<file path="config.mk">
export PLATFORM = sky130hd
export DESIGN_NAME = bk_media_policy
export DESIGN_NICKNAME = d
export VERILOG_FILES = /design/src/bk_media_policy.sv
export SDC_FILE = /design/constraint.sdc
export NUM_CORES = 1
export LEC_CHECK = 0
export BUFFER_PORTS_ARGS = -buffer_cell sky130_fd_sc_hd__buf_2
export CORE_AREA = 4 4 41 43
export CTS_CLUSTER_DIAMETER = 50
export DETAILED_ROUTE_END_ITERATION = 8
export DIE_AREA = 0 0 45 47
export HOLD_SLACK_MARGIN = 0.12
export SLEW_MARGIN = 10
export SYNTH_ARGS = -nofsm -noshare
export SYNTH_HDL_FRONTEND = slang
export SYNTH_SLANG_ARGS = --single-unit
</file>
<file path="constraint.sdc">
create_clock -name clk_sys -period 1.02 [get_ports clk_sys]
set_input_delay 0.102 -clock clk_sys [delete_from_list [all_inputs] [get_ports clk_sys]]
set_output_delay 0.102 -clock clk_sys [all_outputs]
set_load 0.005 [all_outputs]
</file>
<file path="src/bk_media_policy.sv">
////////////////////////////////////////////////////////////////////////////
// Backup enable, pending writes and request forming
// The save image is expected to be mounted while downloading is high
// A read-only image leaves the backup disabled until the next download
////////////////////////////////////////////////////////////////////////////

`timescale 1ns/10ps

module bk_media_policy (
	input  logic clk_sys,
	input  logic reset,
	input  logic downloading,
	input  logic img_mounted,
	input  logic img_readonly,
	input  logic osd_status,
	input  logic autosave,
	input  logic bk_save,
	input  logic bram_wr,
	input  logic bk_busy,
	output logic bk_ena,
	output logic bk_pending,
	output logic save_req,
	output logic dl_load
);

	logic old_dl;

	always_ff @(posedge clk_sys) begin
		if (reset) begin
			old_dl     <= 1'b0;
			bk_ena     <= 1'b0;
			bk_pending <= 1'b0;
		end else begin
			old_dl <= downloading;

			// New cartridge, forget the old image
			if (~old_dl & downloading)
				bk_ena <= 1'b0;
			if (downloading & img_mounted & ~img_readonly)
				bk_ena <= 1'b1;

			// Console wrote something the image does not have yet
			if (bk_ena & ~osd_status & bram_wr)
				bk_pending <= 1'b1;
			else if (bk_busy)
				bk_pending <= 1'b0;
		end
	end

	// Manual save, or autosave once the menu opens
	assign save_req = bk_save | (bk_pending & osd_status & autosave);

	// Load the image right after the download ends
	assign dl_load = old_dl & ~downloading & bk_ena;

endmodule

</file>
==> metrics.md <==
| Metric | Value |
|---|---|
| Die H | 47 um |
| Vias in the first global route | 171 |
| Setup repair after global routing missed its margin | false |
| Final Hold Fails | 0 |
| Min Tclk post-route | 984 ps |
| DRT Wirelength | 416 um |
| Die Width | 45 um |
| Crit Path Max Fanout | 4 |
| FF+latch count, synth | 3 |
| R2R Setup Slk | 380 ps |
| Synthesized instance count | 13 |
| Seq/Total Area, Yosys | 0.432 |
| Worst skew pair latency | 230 ps |
| Longest Clk Path Bufs | 2 |
| Mapped Nets | 23 |
| Vias post-DR | 174 |
| Routed WL per cell | 8.67 um |
| # fillers | 154 |
| Max Cap Viol | 0 |
| P&R area growth vs syn | 102% |
| Port bufs | 13 |
| Pwr per Cell Area | 1370 nW/um2 |
| Crit Path Category | flip-flop to output port |
| Placed insts | 41 |
| First-pass GRT wire length | 676 um |
| Starting density of the core | 0.107 |
| Avg Inst Size Synth | 10.7 um2 |
| Row count | 13 |
| CP Data Required Time | 920 ps |
| Dpl cell area | 223 um2 |
| Cts bufs inserted | 3 |
| CTS root buf | clkbuf_4 |
| Slew HR | 0.876 |
| Finished Core Util | 0.215 |
| Hold WS | 141 ps |
| DRC | 0 |
| CTS tree | done |
| Switching power | 82.6 uW |
| Hold depth | 3 |
| CP Launch Type | flip-flop |
| 1st-pass router iterations | 2 |
| I/O Pins | 14 |
| Maximum vdd drop | 0.649 mV |
| Comb pwr share | 0.125 |
| Core area | 1300 um2 |
| Final Setup Violations | 0 |
| Die area | 2120 um2 |
| Reg2Reg Depth | 2 |
| Finished Cell Area | 280 um2 |
| Hold Path Origin | bk_busy |
| Peak Freq | 1020 MHz |
| Vias/cell | 3.63 |
| Fraction of layout cells with a size suffix above 1 | 0.636 |
| Largest net degree at the start of global routing | 5 |
| GP Congestion | 0.610 |
| Final Non-Filler Cells | 48 |
| GRT overflow | 0 |
| Fin Clk Skew | 4.27 ps |
| R2r endpoint | bk_pending |
| Clock power frac | 0.546 |
| Data arrival, critical path | 880 ps |
| Setup crit end kind | output port |
| Antenna Cells | 0 |
| Netlist Area Pre-Place | 139 um2 |
| Worst-Margin Slew | 185 ps |
| Status | completed |
| Pins Over Slew Limit | 0 |
| Ys Warns | 0 |
| Net Sw Frac | 0.215 |
| P_int | 302 uW |
| Reg-to-Reg Start | bk_ena |
| Final period utilization | 0.965 |
| Static leakage | 0.000133 uW |
| Final setup TNS | 0 ps |
| DP Wirelength | 307 um |
| Clock slew seen by the registers of the worst setup and hold paths | 40 ps |
| Nets@finish | 44 |
| Total Routing Usage GR | 0.0505 |
| Sequential share of power | 0.328 |
| Hold Path End | bk_pending |
| HP Class | primary input to flip-flop |
| Initial antenna violation count | 0 |
| Post-DRT Antenna Nets | 0 |
| CTS sink count | 3 |
| 1st-iter DRT viols | 3 |
| Synth cell types | 10 |
| H-tree Lvls | 1 |
[layout make-up]
class | instances | area [um2] | area share
repair buffers | 16 | 95.1 | 0.339
multi-input cells | 10 | 78.8 | 0.281
flip-flops and latches | 3 | 61.3 | 0.219
clock buffers | 4 | 26.3 | 0.0937
well taps | 15 | 18.8 | 0.0670
[worst max path at each step]
stage | start | to | slack (ps) | depth (start not counted)
final | bk_ena | dl_load | 40 | 2
after global routing | bk_ena | dl_load | 0.2 | 2
after CTS | bk_ena | dl_load | 5 | 2
after detailed placement | bk_ena | dl_load | 260 | 2
after global placement | bk_ena | dl_load | 290 | 2
after floorplan | bk_ena | dl_load | 380 | 1
[power by group through the flow]
stage | sequential [uW] | combinational (uW) | clock, uW
after floorplan | 127 | 14.0 | 0
after global placement | 127 | 39.9 | 0
after detailed placement | 128 | 39.4 | 0
after CTS | 126 | 48.4 | 223
after global routing | 126 | 53.8 | 235
final | 126 | 48.2 | 210
[flip-flops by register name, indices dropped and copies added, names as in the netlist]
name / cells
old_dl: 1
bk_ena: 1
bk_pending: 1
[cell usage after synthesis]
| master | n | share of area |
|---|---|---|
| dfxtp_1 | 3 | 0.43 |
| a31o_2 | 1 | 0.063 |
| o32ai_2 | 1 | 0.12 |
| nor2b_2 | 1 | 0.063 |
| a21oi_1 | 1 | 0.036 |
| nand2_1 | 1 | 0.027 |
| nand2b_1 | 2 | 0.090 |
| nand3b_1 | 1 | 0.054 |
| and3b_2 | 1 | 0.072 |
| nor2b_1 | 1 | 0.045 |
[critical path, stage by stage (launching register included)]
cell and delay (ps):
dfxtp_2 330, and3b_2 200, buf_2 120
[layout by cell type, fill, tap and decap left out]
cell / netlist / routed
buf_2: 0 / 13
clkbuf_4: 0 / 3
dlygate4sd3_1: 0 / 3
nand2b_1: 2 / 2
dfxtp_1: 3 / 2
a31o_2: 1 / 1
and3b_2: 1 / 1
nand2_1: 1 / 1
nor2b_2: 1 / 1
o32ai_2: 1 / 1
nand3b_1: 1 / 1
a21oi_1: 1 / 1
nor2b_1: 1 / 1
dfxtp_2: 0 / 1
clkbuf_1: 0 / 1
[stage by stage]
step,setup slack [ps],power [uW]
6_report,35.5,385
5_1_grt,0.227,415
4_1_cts,4.62,397
3_5_place_dp,265,167
3_3_place_gp,289,167
2_1_floorplan,378,141
[timing repair]
action,CTS,global route
hold buffers,3,0
gates resized for setup,0,1
buffers inserted,0,0
hold endpoints to repair,3,0
setup endpoints to repair,0,1
[cells by family after synthesis]
group / after synthesis / share of synthesized area
AOI/OAI and AO/OA: 3 / 0.216
and+or+nand+nor: 7 / 0.351
DFF: 3 / 0.432
[metal layers]
metal,wire length (um),up-vias,track usage
met5,0,-,0
met4,0,0,0.0175
met3,95,0,0.0613
met2,135,15,0.0621
met1,185,72,0.0522
li1,-,87,-
Power figures use the tool's default switching activity.
