`src/backup_config.svh`:
```
////////////////////////////////////////////////////////////////////////////
// Sizes of the backup memory and the save image layout
// Image is always four 512-byte sectors, no second sector range
// Header words are what a freshly formatted backup RAM holds
////////////////////////////////////////////////////////////////////////////

`ifndef BACKUP_CONFIG_SVH
`define BACKUP_CONFIG_SVH

// Image geometry
`define BK_SECTORS       4
`define BK_SECTOR_WORDS  256

// Address widths
`define BK_BYTE_AW       11   // Console side, 2 KB bytewise
`define BK_WORD_AW       10   // Host side, 1 K words

// Default header written by format
`define BK_HDR_0         16'h5548
`define BK_HDR_1         16'h4D42
`define BK_HDR_2         16'h8800
`define BK_HDR_3         16'h8010

`endif
```
`src/backup_pkg.sv`:
```
////////////////////////////////////////////////////////////////////////////
// Shared types of the backup RAM subsystem
// Sector index width follows the sector count of the config header
////////////////////////////////////////////////////////////////////////////

`include "backup_config.svh"

package backup_pkg;

	// Transfer sequencer states
	typedef enum logic [1:0] {
		BK_IDLE = 2'd0,
		BK_LOAD = 2'd1,   // Image to memory
		BK_SAVE = 2'd2    // Memory to image
	} bk_state_t;

	// Sector index within the image
	typedef logic [$clog2(`BK_SECTORS)-1:0] bk_lba_t;

	// Host block port word
	typedef logic [15:0] bk_word_t;

	// Console port byte
	typedef logic [7:0] bk_byte_t;

endpackage

```
`src/bk_sequencer.sv`:
```
////////////////////////////////////////////////////////////////////////////
// Load and save sequencer for the host block port
// Requests are edge-detected, anything arriving while busy is dropped
// Waits for sd_ack without any timeout
////////////////////////////////////////////////////////////////////////////

`timescale 1ns/10ps

module bk_sequencer (
	input  logic clk_sys,
	input  logic reset,
	input  logic bk_ena,
	input  logic bk_load,
	input  logic save_req,
	input  logic dl_load,
	input  logic sd_ack,
	input  logic sector_done,
	input  logic last_sector,
	output logic bk_busy,
	output logic bk_loading,
	output logic start_xfer,
	output logic sd_rd,
	output logic sd_wr
);

	import backup_pkg::*;

	bk_state_t state;

	logic old_load;
	logic old_save;
	logic old_ack;
	logic load_go;
	logic save_go;

	// Load wins when both edges land together
	assign load_go = bk_ena & ((~old_load & bk_load) | dl_load);
	assign save_go = bk_ena & ~old_save & save_req & ~load_go;

	assign start_xfer = (state == BK_IDLE) & (load_go | save_go);
	assign bk_busy    = (state != BK_IDLE);
	assign bk_loading = (state == BK_LOAD);

	always_ff @(posedge clk_sys) begin
		if (reset) begin
			state    <= BK_IDLE;
			sd_rd    <= 1'b0;
			sd_wr    <= 1'b0;
			old_load <= 1'b0;
			old_save <= 1'b0;
			old_ack  <= 1'b0;
		end else begin
			old_load <= bk_load;
			old_save <= save_req;
			old_ack  <= sd_ack;

			// Host took the request
			if (~old_ack & sd_ack) begin
				sd_rd <= 1'b0;
				sd_wr <= 1'b0;
			end

			case (state)
				BK_IDLE: begin
					if (load_go) begin
						state <= BK_LOAD;
						sd_rd <= 1'b1;
						sd_wr <= 1'b0;
					end else if (save_go) begin
						state <= BK_SAVE;
						sd_rd <= 1'b0;
						sd_wr <= 1'b1;
					end
				end
				default: begin
					if (sector_done) begin
						if (last_sector) begin
							state <= BK_IDLE;
						end else begin
							sd_rd <= (state == BK_LOAD);   // Next sector, same direction
							sd_wr <= (state == BK_SAVE);
						end
					end
				end
			endcase
		end
	end

endmodule

```
`config.mk`:
```
export PLATFORM = sky130hd
export DESIGN_NAME = bk_sequencer
export DESIGN_NICKNAME = d
export VERILOG_FILES = /design/src/backup_pkg.sv /design/src/bk_sequencer.sv
export VERILOG_INCLUDE_DIRS = /design/src /design/src/src
export SDC_FILE = /design/constraint.sdc
export NUM_CORES = 1
export LEC_CHECK = 0
export BUFFER_PORTS_ARGS = -buffer_cell sky130_fd_sc_hd__buf_2
export CAP_MARGIN = 25
export CORE_AREA = 2 2 39 41
export CTS_CLUSTER_SIZE = 16
export DETAILED_ROUTE_END_ITERATION = 10
export DIE_AREA = 0 0 41 43
export HOLD_SLACK_MARGIN = 0.02
export MAX_ROUTING_LAYER = met4
export SLEW_MARGIN = 30
export SYNTH_ARGS = -nofsm -noshare
export SYNTH_HDL_FRONTEND = slang
export SYNTH_SLANG_ARGS = --single-unit
```
`constraint.sdc`:
```
create_clock -name clk_sys -period 1.6 [get_ports clk_sys]
set_clock_uncertainty 0.05 [all_clocks]
set_input_delay 0.48 -clock clk_sys [delete_from_list [all_inputs] [get_ports clk_sys]]
set_output_delay 0.48 -clock clk_sys [all_outputs]
set_load 0.02 [all_outputs]
```
==> flow_summary.toml <==
[critical_path]
crit_arrival_ns = 1.11
reg2reg_from = "state[1]$_SDFFE_PP0P_"
r2r_slack_ns = 0.12
cp-start-kind = "input port"
cp_max_fo = 2
required_ns = 1.07
crit_start = "bk_load"
end_kind = "primary output"
r2r-end = "state[1]$_SDFFE_PP0P_"
worst-setup-path-type = "in -> out"
r2r_cells = 7

[hold_path]
min_from = "bk_load"
hold_depth = 2
holdPathEnd = "old_load$_SDFF_PP0_"
hold_path.class = "in -> reg"

[drt]
viasPerCell = 4.75
vias = 366
antenna_left = 0
wirelength_microns = 820
first_pass_iters = 4
drt-initial-drc-count = 2
drc = 0
post_drt_wl_per_cell_microns = 10.6

[floorplanning]
core_area_sq_mm = 0.00138
start_util_pct = 26.2
fp.dieH_microns = 43
die_w_microns = 41
boundaryPins = 14
fp-row-count = 14
die_area_sq_mm = 0.00176

[logic_synthesis]
netlist_area_sq_um = 363
ys_types = 22
synthCells = 35
syn_area_per_cell_sq_um = 10.4
synth_seq_area_share_pct = 38.6
syn-num-nets = 44
yosysWarnings = 0
synth-seq-cells = 7

[clocking]
clock_sinks = 7
holdBufCountCts = 0
cts_tree = "yes"
cts_inserted_buffers = 3
clkTransAtPathRegs_ns = 0.05
max-clock-path-buffers = 2
cts_root_buffer = "clkbuf_4"
clk_latency_ns = 0.25
htreeDepth = 1

[sta]
finalCriticalPeriod_ns = 1.64
finalSetupTns_ns = -0.0445
maxSlewHeadroom_pct = 83.7
setup_viol = 1
tightestPinTransition_ns = 0.244
fmax_mhz = 608
hold_violations = 0
slew_viol_final = 0
rsz0062_at_grt = "true"
fin_crit_sh_pct = 103
fin_ws_ns = -0.0445

[grt]
grt_usage_pct = 11.6
antenna_found_initial = 0
overflow = 0
grt_pass1_wl_microns = 1280
grt_pass1_vias = 312
grt_max_degree = 9

[cells_and_area]
diodes = 0
nets = 71
final_area_sq_um = 597
drive_gt1_share_pct = 60.7
fillCellCount = 143
layout.cells.non_filler = 77
fin_util_pct = 43.1
area_delta_synth_final_pct = 64.5

[pwr]
power_frac_comb_pct = 29.1
clkPwrFrac_pct = 32.2
peakVddDrop_v = 0.000295
swShare_pct = 28.0
p_leak_nw = 0.272
pwr-share-seq_pct = 38.8
p_sw_w = 0.000140
p_total_w = 0.000499
cell_internal_pwr_w = 0.000359
powerDensity_mw_per_mm2 = 836

[place]
placed_area_sq_um = 465
dpl.hpwl_microns = 605
portBuffers = 13
place_inst = 66
gp_congestion = 0.626

[flow_run]
cap_violations = 0

[outcome]
failed_checks = "setup timing"
status = "complete, but fails checks"
[per-stage QoR]
step | hold slack [ns] | setup slack [ns]
2_1_floorplan | 0.432 | 0.0173
3_3_place_gp | 0.460 | -0.0851
3_5_place_dp | 0.459 | -0.0843
4_1_cts | 0.383 | -0.0559
5_1_grt | 0.386 | -0.103
6_report | 0.386 | -0.0445
[Yosys cell counts]
master,number,area share (%)
and3_1,1,1.7
nand4bb_1,2,6.2
clkinv_4,1,2.4
o211a_1,1,2.8
nand3b_1,1,2.1
nand4b_1,1,2.4
nor3_1,1,1.4
a2111oi_2,1,4.1
o32ai_2,1,4.5
and3_2,1,2.1
a21oi_1,1,1.4
a211oi_1,1,2.1
nand2_1,4,4.1
dfxtp_1,7,39
o211ai_1,1,2.1
nand2b_1,1,1.7
nor2_4,1,3.1
a32oi_2,1,4.5
and2b_2,1,2.4
o31a_1,1,2.4
inv_1,1,1.0
nor2b_1,4,6.9
[timing repair]
item | in CTS | in global routing
setup buffers | 7 | 1
pin swaps | 4 | 2
setup endpoints to repair | 2 | 3
resized for setup | 6 | 10
hold endpoints to repair | 0 | 0
[layout by cell type, fill, tap and decap left out, types with 2 or more instances in the layout]
master     synthesis  layout
clkbuf_4           0       3
buf_2              0       9
dfxtp_1            7       5
nand4bb_1          2       2
nand2_1            4       3
buf_4              0       7
nor2b_1            4       3
buf_6              0       6
[final cells by class]
cell class              instances  area (sq um)  share of cell area, %
multi-input cells              26           225                   37.7
repair buffers                 22           165                   27.7
flip-flops and latches          7           145                   24.3
inverters                       2          15.0                   2.52
clock buffers                   4          26.3                   4.40
well taps                      16          20.0                   3.35
[power by group through the flow]
| stage | Clock (W) | Combinational (W) | Sequential, W |
|---|---|---|---|
| 6_report | 0.000160 | 0.000145 | 0.000194 |
| 5_1_grt | 0.000184 | 0.000157 | 0.000195 |
| 4_1_cts | 0.000169 | 0.000130 | 0.000195 |
| 2_1_floorplan | 0 | 0.0000598 | 0.000201 |
| 3_5_place_dp | 0 | 0.000104 | 0.000197 |
| 3_3_place_gp | 0 | 0.000103 | 0.000197 |
[worst max-delay path, cell delays in order]
cell and delay [ns]:
buf_6 0.09, nor2b_4 0.11, o211ai_1 0.22, nand2_2 0.08, buf_6 0.13
[how the worst max path moves through the flow]
stage	to
final	start_xfer
after global placement	start_xfer
after global routing	start_xfer
after floorplan	start_xfer
after CTS	start_xfer
after detailed placement	start_xfer
[cell families (layout without fill, tap and decap cells)]
kind of cell           Yosys count  in the layout  synth area share (%)
AOI/OAI and AO/OA                8              8                  23.8
buffers and inverters            2             28                  3.45
and+or+nand+nor                 18             18                  34.1
DFF                              7              7                  38.6
[per-layer routing]
layer	track usage, %	vias up	routed length [microns]
met1	13.7	165	365
met2	15.3	11	387
met4	8.00	0	19
met3	4.71	4	48
li1	-	186	-
met5	-	-	0
[state kept, by name, summed over array words and instances (netlist names)]
signal	count
state	2
sd_rd	1
old_load	1
old_ack	1
sd_wr	1
old_save	1
Note: power is estimated with default switching activity, not from simulation.
