`config.mk`:
```
export PLATFORM = sky130hd
export DESIGN_NAME = bk_sector_counter
export DESIGN_NICKNAME = d
export VERILOG_FILES = /design/src/backup_pkg.sv /design/src/bk_sector_counter.sv
export VERILOG_INCLUDE_DIRS = /design/src /design/src/src
export SDC_FILE = /design/constraint.sdc
export NUM_CORES = 1
export LEC_CHECK = 0
export CAP_MARGIN = 10
export CORE_AREA = 2 2 39 41
export CTS_CLUSTER_SIZE = 24
export DETAILED_ROUTE_END_ITERATION = 10
export DIE_AREA = 0 0 41 43
export DONT_BUFFER_PORTS = 1
export PLACE_DENSITY = 0.35
export SYNTH_ARGS = -nofsm -noshare
export SYNTH_HDL_FRONTEND = slang
export SYNTH_SLANG_ARGS = --single-unit
```
`constraint.sdc`:
```
create_clock -name clk_sys -period 3.68 [get_ports clk_sys]
set_clock_uncertainty 0.15 [all_clocks]
set_input_delay 0.368 -clock clk_sys [delete_from_list [all_inputs] [get_ports clk_sys]]
set_output_delay 0.368 -clock clk_sys [all_outputs]
set_load 0.05 [all_outputs]
```
`src/backup_config.svh`:
```
////////////////////////////////////////////////////////////////////////////
// Sizes of the backup memory and the save image layout
// Image is always four 512-byte sectors, no second sector range
// Header words are what a freshly formatted backup RAM holds
////////////////////////////////////////////////////////////////////////////

`ifndef BACKUP_CONFIG_SVH
`define BACKUP_CONFIG_SVH

// Image geometry
`define BK_SECTORS       4
`define BK_SECTOR_WORDS  256

// Address widths
`define BK_BYTE_AW       11   // Console side, 2 KB bytewise
`define BK_WORD_AW       10   // Host side, 1 K words

// Default header written by format
`define BK_HDR_0         16'h5548
`define BK_HDR_1         16'h4D42
`define BK_HDR_2         16'h8800
`define BK_HDR_3         16'h8010

`endif
```
`src/backup_pkg.sv`:
```
////////////////////////////////////////////////////////////////////////////
// Shared types of the backup RAM subsystem
// Sector index width follows the sector count of the config header
////////////////////////////////////////////////////////////////////////////

`include "backup_config.svh"

package backup_pkg;

	// Transfer sequencer states
	typedef enum logic [1:0] {
		BK_IDLE = 2'd0,
		BK_LOAD = 2'd1,   // Image to memory
		BK_SAVE = 2'd2    // Memory to image
	} bk_state_t;

	// Sector index within the image
	typedef logic [$clog2(`BK_SECTORS)-1:0] bk_lba_t;

	// Host block port word
	typedef logic [15:0] bk_word_t;

	// Console port byte
	typedef logic [7:0] bk_byte_t;

endpackage

```
`src/bk_sector_counter.sv`:
```
////////////////////////////////////////////////////////////////////////////
// Sector index of the running transfer
// Index advances on each sd_ack fall except after the last sector
// last_sector tells that the sector just finished was the final one
////////////////////////////////////////////////////////////////////////////

`timescale 1ns/10ps

`include "backup_config.svh"

module bk_sector_counter (
	input  logic                clk_sys,
	input  logic                reset,
	input  logic                start_xfer,
	input  logic                sd_ack,
	output backup_pkg::bk_lba_t sd_lba,
	output logic                sector_done,
	output logic                last_sector
);

	import backup_pkg::*;

	localparam bk_lba_t LAST_LBA = bk_lba_t'(`BK_SECTORS - 1);

	logic old_ack;
	logic ack_fall;

	assign ack_fall = old_ack & ~sd_ack;

	always_ff @(posedge clk_sys) begin
		if (reset) begin
			old_ack     <= 1'b0;
			sd_lba      <= '0;
			sector_done <= 1'b0;
			last_sector <= 1'b0;
		end else begin
			old_ack     <= sd_ack;
			sector_done <= ack_fall;   // Seen by the sequencer one cycle after the fall

			if (start_xfer) begin
				sd_lba      <= '0;
				last_sector <= 1'b0;
			end else if (ack_fall) begin
				if (sd_lba == LAST_LBA)
					last_sector <= 1'b1;
				else
					sd_lba <= sd_lba + 1'b1;
			end
		end
	end

endmodule

```
==> impl_summary.log <==
INFO  metric synth.yosys.seq_area_share = 48.2%
INFO  metric powerDensity = 484 mW/mm²
INFO  metric cpLargestDelayFamily = flip-flops
INFO  metric worst_hold_path.endpoint = old_ack
INFO  metric layoutNonFillerInstCount = 38
INFO  metric grt_pass1_vias = ~160
INFO  metric r2r_setup_slack = 2000 ps
INFO  metric nature_of_the_critical_path_endpoint = flop
INFO  metric syn_std_cell_area = just over 200 µm²
INFO  metric floorplan.die.height = around 43 µm
INFO  metric groute.usage.overall = 6.31%
INFO  metric finalNetCount = 28
INFO  metric timing.max_slew.rel_slack = 61.5%
INFO  metric buffering_stage_count_on_the_worst_path_with_inverters_included = 0
INFO  metric worst_slew_pin_slew = 577 ps
INFO  metric dp.cells = 34
INFO  metric master_of_the_slowest_instance_on_the_critical_path = sky130_fd_sc_hd__dfxtp_1
INFO  metric drt-total-wl = between 400 and 500 µm
INFO  metric post_route_setup_tns = 0 ps
INFO  metric worstPathRequired = 3650 ps
INFO  metric timing.hold.ws = between 40 and 50 ps
INFO  metric postSynthRegisterBits = 5
INFO  metric postCtsSetupRepairBufs = 0
INFO  metric drt_pass1_iterations = 1
INFO  metric final-setup-viol-count = 0
INFO  metric worst_r2r_endpoint = sd_lba[0]
INFO  metric p_switching = about 0.025 mW
INFO  metric critPathKind = reg -> reg
INFO  metric floorplan.initialDensity = ~15%
INFO  metric peak_supply_drop = roughly 0.09 mV
INFO  metric internal_power = 0.0985 mW
INFO  metric antenna_found_initial = 0
INFO  metric outcome = finished, final reports clean
INFO  metric cts.htree.levels = 1
INFO  metric cellLeakagePower = 0.0906 nW
INFO  metric core_area = approximately 0.0014 mm²
INFO  metric clk_path_buf_depth = 2
INFO  metric cts_tree = yes
INFO  metric postSynthCellCount = 18
INFO  metric antenna_cells_inserted = 0
INFO  metric final_max_slew_viol_count = 0
INFO  metric post_synth_num_cell_types = 10
INFO  metric switching_share = about a fifth
INFO  metric drt-wirelength-per-cell = ~11 µm
INFO  metric cts_hold_repair.buffers = 0
INFO  metric synth_warnings = 0
INFO  metric hold_path_depth = 1
INFO  metric cell_at_the_root_of_the_clock_tree = sky130_fd_sc_hd__clkbuf_4
INFO  metric grt_pass1_wl = between 600 and 700 µm
INFO  metric rr_worst_depth = 3
INFO  metric cts_inserted_buffers = 3
INFO  metric post_synth.cell_area_avg = ~12 µm²
INFO  metric hold_class = in -> reg
INFO  metric worstReg2RegStart = sd_lba[0]
INFO  metric max_cap_viol_count = 0
INFO  metric timing.critical_path.from_type = flop
INFO  metric place.gp.congestion = about 0.57
INFO  metric unrepaired_setup_endpoints_after_global_routing = no
INFO  metric placement.io_buffers = 0
INFO  metric drt_iter0_markers = 0
INFO  metric placement_rows = 14
INFO  metric timing.final.crit_share = between 40 and 50%
INFO  metric antenna_violating_nets_post_route = 0
INFO  metric worst_path_fanout_max = 4
INFO  metric max_freq = 596 MHz
INFO  metric worst-endpoint-arrival = 1650 ps
INFO  metric finalHoldViolations = 0
INFO  metric final_util = between 10% and 20%
INFO  metric delay_of_the_slowest_cell_on_the_worst_path = between 400 and 500 ps
INFO  metric grt_max_degree = 8
INFO  metric area_growth_syn_to_layout = 22.3%
INFO  metric power_frac_seq = 47.4%
INFO  metric layout_commonest_cell = sky130_fd_sc_hd__dfxtp_1
INFO  metric drive_above_1_share = 27.3%
INFO  metric floorplan.die_area = roughly 0.0018 mm²
INFO  metric cts.clk_slew.worst_paths = approximately 40 ps
INFO  metric vias_per_cell = approximately 4.1
INFO  metric hold_path_origin = reset
INFO  metric critical_path.cell_chain = ha_1 > nor3b_2 > mux2_2
INFO  metric filler_cell_count = around 150
INFO  metric post-route-drc-count = 0
INFO  metric post_cts_resized = 0
INFO  metric cts.sinks = 5
INFO  metric global_route.overflow_total = 0
INFO  metric clkPwrFrac = 50.3%
INFO  metric synth_fp_nets = 23
INFO  metric design.portCount = 8
INFO  metric clk-insertion-delay-late = around 240 ps
INFO  metric timing.final.crit_period = between 1500 and 2000 ps
INFO  metric die_x = 41 µm
INFO  metric vias = approximately 150
INFO  metric mostFrequentLayoutCells = 5 x sky130_fd_sc_hd__dfxtp_1, 4 x sky130_fd_sc_hd__nor3b_1, 3 x sky130_fd_sc_hd__clkbuf_4, 2 x sky130_fd_sc_hd__mux2_2
INFO  metric power_frac_comb = under 10%
INFO  metric place.detailed.hpwl = about 320 µm
INFO  metric final_critical_path_setup_slack = around 2000 ps
INFO  metric worst_slack_after_detailed_placement = roughly 2000 ps
-- metal layers --
layer	share of wire, %	wire length [µm]	track usage [%]
met4	0	0	8.00
met1	39	158	4.47
met5	0	0	0
met3	25	102	9.42
met2	36	146	5.94
-- cells in the mapped netlist (all sizes together) --
cell | n | area [µm²]
dfxtp | 5 | 100
nor3b | 5 | 42.5
mux2 | 2 | 22.5
a211oi | 1 | 7.51
ha | 1 | 12.5
inv | 1 | 3.75
nand3b | 1 | 7.51
nor2b | 1 | 6.26
nor3 | 1 | 5.00
-- worst max path at each step --
stage | cells after the start | endpoint | startpoint | slack [ps]
after floorplan | 3 | sd_lba[0] | sd_lba[0] | 2080
after global placement | 3 | sd_lba[0] | sd_lba[0] | 2020
after detailed placement | 3 | sd_lba[0] | sd_lba[0] | 2010
after CTS | 3 | sd_lba[0] | sd_lba[0] | 1990
after global routing | 3 | sd_lba[1] | sd_lba[0] | 1940
final | 3 | sd_lba[0] | sd_lba[0] | 2000
-- area by class of cell --
class / instances / area, µm² / share of cell area, %
multi-input combinational: 12 / 104 / 40.9
clock buffer: 4 / 26.3 / 10.3
inverter: 1 / 3.75 / 1.48
sequential: 5 / 100 / 39.4
tap: 16 / 20.0 / 7.88
-- power groups by stage --
stage / clock network [mW] / registers (mW) / logic, mW
2_1_floorplan: 0 / 0.0591 / 0.00254
3_3_place_gp: 0 / 0.0592 / 0.00267
3_5_place_dp: 0 / 0.0593 / 0.00276
4_1_cts: 0.0668 / 0.0583 / 0.00279
5_1_grt: 0.0703 / 0.0585 / 0.00301
6_report: 0.0619 / 0.0584 / 0.00276
-- worst register-to-register path, delay by kind of cell, from the launching register on --
family        cells  cell delay, ps
fa+ha+maj         1             330
flops             1             490
mux               1             360
simple gates      1             240
-- logic make-up (layout without fill, tap and decap cells) --
kind of cell,count (synthesis),count (layout),synth area share [%]
adder cells (fa/ha/maj),1,1,6.02
multiplexers,2,2,10.8
AO/OA/AOI/OAI,1,1,3.62
AND/OR/NAND/NOR,8,8,29.5
buffers and inverters,1,5,1.81
flip-flops,5,5,48.2
-- sequential cells by signal, summed over array words and instances (netlist names) --
| signal | cells |
|---|---|
| last_sector | 1 |
| sd_lba | 2 |
| old_ack | 1 |
| sector_done | 1 |
-- through the flow --
| step | cell area [µm²] | total power, mW |
|---|---|---|
| final | 254 | 0.123 |
| after global routing | 254 | 0.132 |
| after CTS | 254 | 0.128 |
| after detailed placement | 228 | 0.0621 |
| after global placement | 228 | 0.0619 |
| after floorplan | 208 | 0.0616 |
(Power assumes the default switching activity.)
