==> config.mk <==
export PLATFORM = sky130hd
export DESIGN_NAME = bk_format_writer
export DESIGN_NICKNAME = d
export VERILOG_FILES = /design/src/backup_pkg.sv /design/src/bk_format_writer.sv
export VERILOG_INCLUDE_DIRS = /design/src /design/src/src
export SDC_FILE = /design/constraint.sdc
export NUM_CORES = 1
export LEC_CHECK = 0
export ABC_CLOCK_PERIOD_IN_PS = 1000
export BUFFER_PORTS_ARGS = -buffer_cell sky130_fd_sc_hd__buf_4
export CORE_AREA = 4 4 41 43
export CTS_BUF_LIST = sky130_fd_sc_hd__clkbuf_8 sky130_fd_sc_hd__clkbuf_16
export DETAILED_ROUTE_END_ITERATION = 10
export DIE_AREA = 0 0 45 47
export GPL_TIMING_DRIVEN = 0
export PLACE_DENSITY_LB_ADDON = 0.3
export SYNTH_ARGS = -nofsm -noshare
export SYNTH_HDL_FRONTEND = slang
export SYNTH_SLANG_ARGS = --single-unit
==> constraint.sdc <==
create_clock -name clk_sys -period 1 [get_ports clk_sys]
set_input_delay 0.1 -clock clk_sys [delete_from_list [all_inputs] [get_ports clk_sys]]
set_output_delay 0.1 -clock clk_sys [all_outputs]
set_load 0.02 [all_outputs]
==> src/backup_config.svh <==
////////////////////////////////////////////////////////////////////////////
// Sizes of the backup memory and the save image layout
// Image is always four 512-byte sectors, no second sector range
// Header words are what a freshly formatted backup RAM holds
////////////////////////////////////////////////////////////////////////////

`ifndef BACKUP_CONFIG_SVH
`define BACKUP_CONFIG_SVH

// Image geometry
`define BK_SECTORS       4
`define BK_SECTOR_WORDS  256

// Address widths
`define BK_BYTE_AW       11   // Console side, 2 KB bytewise
`define BK_WORD_AW       10   // Host side, 1 K words

// Default header written by format
`define BK_HDR_0         16'h5548
`define BK_HDR_1         16'h4D42
`define BK_HDR_2         16'h8800
`define BK_HDR_3         16'h8010

`endif
==> src/backup_pkg.sv <==
////////////////////////////////////////////////////////////////////////////
// Shared types of the backup RAM subsystem
// Sector index width follows the sector count of the config header
////////////////////////////////////////////////////////////////////////////

`include "backup_config.svh"

package backup_pkg;

	// Transfer sequencer states
	typedef enum logic [1:0] {
		BK_IDLE = 2'd0,
		BK_LOAD = 2'd1,   // Image to memory
		BK_SAVE = 2'd2    // Memory to image
	} bk_state_t;

	// Sector index within the image
	typedef logic [$clog2(`BK_SECTORS)-1:0] bk_lba_t;

	// Host block port word
	typedef logic [15:0] bk_word_t;

	// Console port byte
	typedef logic [7:0] bk_byte_t;

endpackage

==> src/bk_format_writer.sv <==
////////////////////////////////////////////////////////////////////////////
// Writes the default header into word addresses 0..3
// One word per cycle, starting the cycle after the format edge
// Rest of the memory is left as it is
////////////////////////////////////////////////////////////////////////////

`timescale 1ns/10ps

`include "backup_config.svh"

module bk_format_writer (
	input  logic                 clk_sys,
	input  logic                 reset,
	input  logic                 format,
	output logic                 fmt_we,
	output logic [1:0]           fmt_addr,
	output backup_pkg::bk_word_t fmt_data
);

	logic old_fmt;

	always_ff @(posedge clk_sys) begin
		if (reset) begin
			old_fmt  <= 1'b0;
			fmt_we   <= 1'b0;
			fmt_addr <= 2'd0;
		end else begin
			old_fmt <= format;

			if (~old_fmt & format) begin
				fmt_we   <= 1'b1;
				fmt_addr <= 2'd0;
			end else if (fmt_we) begin
				if (fmt_addr == 2'd3)
					fmt_we <= 1'b0;   // Fourth word done
				fmt_addr <= fmt_addr + 2'd1;
			end
		end
	end

	// Header word for the current step
	always_comb begin
		case (fmt_addr)
			2'd0:    fmt_data = `BK_HDR_0;
			2'd1:    fmt_data = `BK_HDR_1;
			2'd2:    fmt_data = `BK_HDR_2;
			default: fmt_data = `BK_HDR_3;
		endcase
	end

endmodule

==> run summary, run 1 <==
Hold Crit Endpoint = fmt_addr[0]$_SDFFE_PP0P_
RR Endpoint = fmt_addr[1]$_SDFFE_PP0P_
IO Pins = 22
GP Congestion = 0.631
Clock Tree Root = clkbuf_8
r2r setup slk = 0 ps
largest fanout on the critical path = 5
first-pass GRT wire length = 1000 um
Post-Layout Inst Area = 667 um2
Inst Count DP = 68
status = finished with violations
Routed WL = 620 um
Buffers on Ports = 15
Yosys warnings = 0
initial core utilization = 24.0%
Clk Latency, worst-skew pair = 210 ps
Setup crit start kind = flop
CP top delay family = flip-flops
nets = 70
vias in the first global route = 229
H-tree levels = 1
CTS tree = built
number of core rows = 13
CP Cell Sequence = inv_4 -> ha_4 -> nor2_4 -> nor2_4 -> buf_6 -> buf_6
Hold Vio Cnt, Final = 0
fmax = 0.771 GHz
total core area = 1300 um2
# diodes = 0
overall power = 773 uW
Post-Syn Area = 313 um2
Final period util = 130%
hold buffers post-CTS = 0
Hold Crit Start = reset
Final Non-Filler Cells = 75
final-layout fill cell count = 132
Power Dens Cells = 1160 nW/um2
CP arrival = 1200 ps
RSZ-0062 raised after global routing = true
Die ar. = 2120 um2
Fin Hold WS = 66.0 ps
fin crit period = 1300 ps
register bit total from synthesis = 4
WP data required = 900 ps
share of layout cells above drive strength 1 = 76.7%
largest net degree at the start of global routing = 6
Area after DPL = 517 um2
initial antenna violation count = 0
post-synthesis cell count = 33
Die X = 45 um
Slowest Stage Delay on Critical Path = 380 ps
Setup crit end kind = primary output
most frequent cells in the layout = 15 x buf_4, 14 x buf_6, 6 x conb_1
hold crit path type = input port to flop
CP bufs+invs = 3
Antenna Nets Post-Route = 0
clock edge transition at the registers on the reported setup and hold paths = 30 ps
Tot GR Track Use = 6.87%
worst vdd ir = 734 uV
final setup fails = 10
Vias = 277
total CTS buffers = 3
die height = 47 um
Critical-path top delay cell = dfxtp_4
most common cell after layout, fill and taps aside = buf_4
distinct cell type count after synthesis = 13
HPWL after DPL = 503 um
hold path cells = 2
PnR worst setup slack = -297 ps
R2R depth = 4
Pleak = 0.319 nW
failing checks = setup timing
pins over their slew limit = 0
drt first-iter violations = 0
Max-Cap Viols = 0
CTS Buffer Depth = 2
Post-Route Skew = 0.501 ps
total grt overflow = 0
DRC viols = 0
sequential area share after synthesis = 25.6%
drt pass-1 iters = 1
synthesis-to-finish area growth = 113%
Crit Path Class = flop to primary output
Vias/cell = 3.69
Crit Reg-Reg Startpoint = fmt_addr[0]$_SDFFE_PP0P_
Avg WL per Cell = 8.27 um
TNS Setup = -2170 ps
Post-Syn Area per Cell = 9.48 um2
Clock Sinks = 4
[where the power goes]
group	internal (mW)	leakage, nW	switching [mW]
combinational	0.139	0.263	0.119
sequential	0.167	0.0345	0.0129
clock	0.256	0.0216	0.0781
total	0.562	0.319	0.210
[registers in the layout, indices dropped and copies added, names as in the netlist]
name	cells
fmt_addr	2
fmt_we	1
old_fmt	1
[timing repair]
action | in CTS | in global routing
buffers inserted | 3 | 1
resized for setup | 14 | 3
endpoints found under the setup margin | 10 | 12
pin swaps | 3 | 1
[cell families (layout without fill, tap and decap cells)]
kind of cell               count (synthesis)  count (layout)  share of synthesized area, %
and+or+nand+nor                            8               8                          17.6
DFF                                        4               4                          25.6
adders and majority gates                  5               5                          20.0
xor gates and xnor gates                   1               1                          2.80
AOI/OAI and AO/OA                          1               1                          3.20
muxes                                      1               1                          3.20
other                                      1               6                          1.20
buffers and inverters                     12              34                          26.4
[metrics by stage]
step,worst slack [ps],util [%]
after floorplan,-136,-
after global placement,-130,39.7
after detailed placement,-144,39.7
after CTS,-313,49.8
after global routing,-330,51.2
final,-297,51.2
[synth_stat cells, drive strengths merged]
cell,number,share of area (%)
ha,5,20
conb,1,1.2
xnor2,1,2.8
buf,10,24
nor3,2,6.4
nor2b,3,6.8
mux2i,1,3.2
o21ba,1,3.2
or2,1,2.0
dfxtp,4,26
inv,2,2.4
nor2,2,2.4
[routing by layer]
metal	share of wire, %	vias up	track usage [%]
li1	-	141	-
met1	31	118	6.36
met2	52	16	11.9
met3	15	2	1.92
met4	2.6	0	7.02
met5	0	-	0
[worst max-delay path by stage]
| stage | endpoint | start | cells past startpoint | slack, ps |
|---|---|---|---|---|
| after floorplan | fmt_data[10] | fmt_addr[0]$_SDFFE_PP0P_ | 5 | -140 |
| after global placement | fmt_data[14] | fmt_addr[1]$_SDFFE_PP0P_ | 6 | -130 |
| after detailed placement | fmt_data[10] | fmt_addr[1]$_SDFFE_PP0P_ | 6 | -140 |
| after CTS | fmt_data[10] | fmt_addr[1]$_SDFFE_PP0P_ | 6 | -310 |
| after global routing | fmt_data[10] | fmt_addr[1]$_SDFFE_PP0P_ | 6 | -330 |
| final | fmt_data[10] | fmt_addr[1]$_SDFFE_PP0P_ | 6 | -300 |
[worst reg2reg max path, delay by kind of cell (launching register included)]
kind | cells | cell delay (ps)
flops | 1 | 390
fa+ha+maj | 1 | 230
mux | 1 | 170
buf+inv | 1 | 50
simple gates | 1 | 50
[final cells by class]
type	count	area, um2	share of cell area [%]
Sequential cell	4	87.6	13.1
Timing Repair Buffer	19	180	27.0
Buffer	10	90.1	13.5
Multi-Input combinational cell	22	236	35.5
Inverter	2	12.5	1.88
Clock buffer	3	41.3	6.19
Tap cell	15	18.8	2.81
Power figures use the tool's default switching activity.
==> run 2, diff against run 1 <==
ABC_AREA = 1   (was default)
==> run summary, run 2 <==
status = finished with violations
failing checks = setup timing
initial antenna violation count = 0
initial core utilization = 24.2%
Die ar. = 2120 um2
die height = 47 um
H-tree levels = 1
vias in the first global route = 255
Pleak = 0.342 nW
first-pass GRT wire length = 938 um
Inst Count DP = 79
Max-Cap Viols = 0
register bit total from synthesis = 4
Setup crit end kind = primary output
CP arrival = 1200 ps
Post-Route Skew = 2.08 ps
synthesis-to-finish area growth = 108%
Final period util = 130%
hold crit path type = input port to flop
Hold Vio Cnt, Final = 0
fmax = 0.767 GHz
largest fanout on the critical path = 5
Post-Syn Area = 315 um2
largest area contributor in the netlist = dfxtp_1
drt pass-1 iters = 1
Yosys top cell area share = 25.4%
largest reg by FF count = fmt_addr
share of layout cells above drive strength 1 = 63.4%
number of synthesized flops with an enable pin = 0
drt first-iter violations = 0
pins over their slew limit = 0
Buffers on Ports = 15
GP Congestion = 0.686
total core area = 1300 um2
CTS Buffer Depth = 2
fin crit period = 1300 ps
IO Pins = 22
post-synthesis cell count = 44
# diodes = 0
Largest regs = fmt_addr x2, fmt_we x1, old_fmt x1
Vias = 301
max reg flops = 2
multi-input logic area = 211 um2
RSZ-0062 raised after global routing = true
Avg WL per Cell = 7.35 um
Yosys warnings = 0
Final Non-Filler Cells = 86
total area of sequential cells = 87.6 um2
final-layout fill cell count = 136
distinct cell type count after synthesis = 9
worst vdd ir = 926 uV
Clock Tree Root = clkbuf_8
top cells by count, synth = 10 x buf_4, 8 x inv_1, 7 x nand2_1, 7 x nor2_1, 5 x ha_1
CTS tree = built
Die X = 45 um
nets = 80
clock edge transition at the registers on the reported setup and hold paths = 30 ps
largest net degree at the start of global routing = 7
Vias/cell = 3.50
WP data required = 900 ps
largest cells by area after synthesis = dfxtp_1 25%, buf_4 24%, ha_1 20%
PnR worst setup slack = -304 ps
most frequent cells in the layout = 15 x buf_4, 13 x buf_6, 6 x inv_1, 6 x nand2_1, 6 x conb_1
sequential area share after synthesis = 25.4%
total CTS buffers = 3
Setup crit start kind = flop
Post-Syn Area per Cell = 7.17 um2
Antenna Nets Post-Route = 0
Clk Latency, worst-skew pair = 220 ps
Routed WL = 632 um
asr flop ratio synth = 0%
final setup fails = 11
number of core rows = 13
Crit Path Class = flop to primary output
most common cell after layout, fill and taps aside = buf_4
Main synth FF type = dfxtp_1
total grt overflow = 0
Clock Sinks = 4
TNS Setup = -2320 ps
cell with the most instances after synthesis = buf_4
DRC viols = 0
HPWL after DPL = 509 um
Tot GR Track Use = 6.33%
Power Dens Cells = 1160 nW/um2
-- run 2: changes by cell type after synthesis --
cell	change
nand2_1	+7
inv_1	+6
nor2_1	+5
nor2b_1	-2
nor3_2	-2
a21oi_1	+1
mux2i_1	-1
nor2b_2	-1
o21ba_1	-1
xnor2_1	-1
-- run 2: repair_timing --
| item | CTS | global route |
|---|---|---|
| endpoints found under the setup margin | 10 | 12 |
| gates resized for setup | 14 | 3 |
| setup buffers | 3 | 0 |
| hold buffers | 0 | 0 |
| pin swaps | 4 | 4 |
-- run 2: logic make-up (layout without fill, tap and decap cells) --
logic type,count (synthesis),after routing,synth area share (%)
buf+inv,18,40,33.3
simple gates,15,15,18.7
fa+ha+maj,5,5,19.8
flops,4,4,25.4
other cells,1,6,1.19
compound gates,1,1,1.59
-- run 2: stage by stage --
step | utilization [%] | hold slack, ps | instance area [um2] | worst slack, ps | power (mW)
after CTS | 50.1 | 50.6 | 652 | -336 | 0.776
final | 50.5 | 56.7 | 657 | -304 | 0.764
after floorplan | - | 169 | 390 | -137 | 0.332
after global placement | 40.1 | 275 | 522 | -130 | 0.386
after global routing | 50.5 | 61.3 | 657 | -349 | 0.810
after detailed placement | 40.1 | 278 | 522 | -149 | 0.389
-- run 2: layer usage --
layer / track usage [%] / wire length (um) / vias to the layer above
li1: - / - / 164
met1: 6.16 / 241 / 120
met2: 11.6 / 313 / 17
met3: 3.45 / 77 / 0
met4: 1.75 / 0 / 0
met5: 0 / 0 / -
-- run 2: worst max-delay path, stage by stage (launching register included) --
cell,delay (ps)
dfxtp_4,390
inv_4,60
ha_4,160
buf_4,130
buf_4,120
buf_6,120
-- run 2: area by class of cell --
class | count | area share, %
Buffer | 10 | 13.1
Clock buffer | 3 | 6.29
Clock inverter | 1 | 0.571
Inverter | 8 | 5.33
Multi-Input combinational cell | 27 | 32.2
Sequential cell | 4 | 13.3
Tap cell | 15 | 2.86
Timing Repair Buffer | 18 | 26.3
-- run 2: report_power, final --
| group | total (mW) | internal (mW) | switching [mW] |
|---|---|---|---|
| sequential | 0.180 | 0.166 | 0.0137 |
| clock | 0.346 | 0.262 | 0.0847 |
| combinational | 0.237 | 0.123 | 0.114 |
| total | 0.764 | 0.551 | 0.213 |
-- run 2: path summary, 6_finish.rpt --
check	cells after the start	to	slack [ps]	startpoint
worst min register to register	3	fmt_we$_SDFF_PP0_	500	old_fmt$_SDFF_PP0_
worst max register to register	6	fmt_addr[1]$_SDFFE_PP0P_	-20	fmt_addr[0]$_SDFFE_PP0P_
worst min-delay path	2	fmt_we$_SDFF_PP0_	60	reset
worst max-delay path	5	fmt_data[12]	-300	fmt_addr[0]$_SDFFE_PP0P_
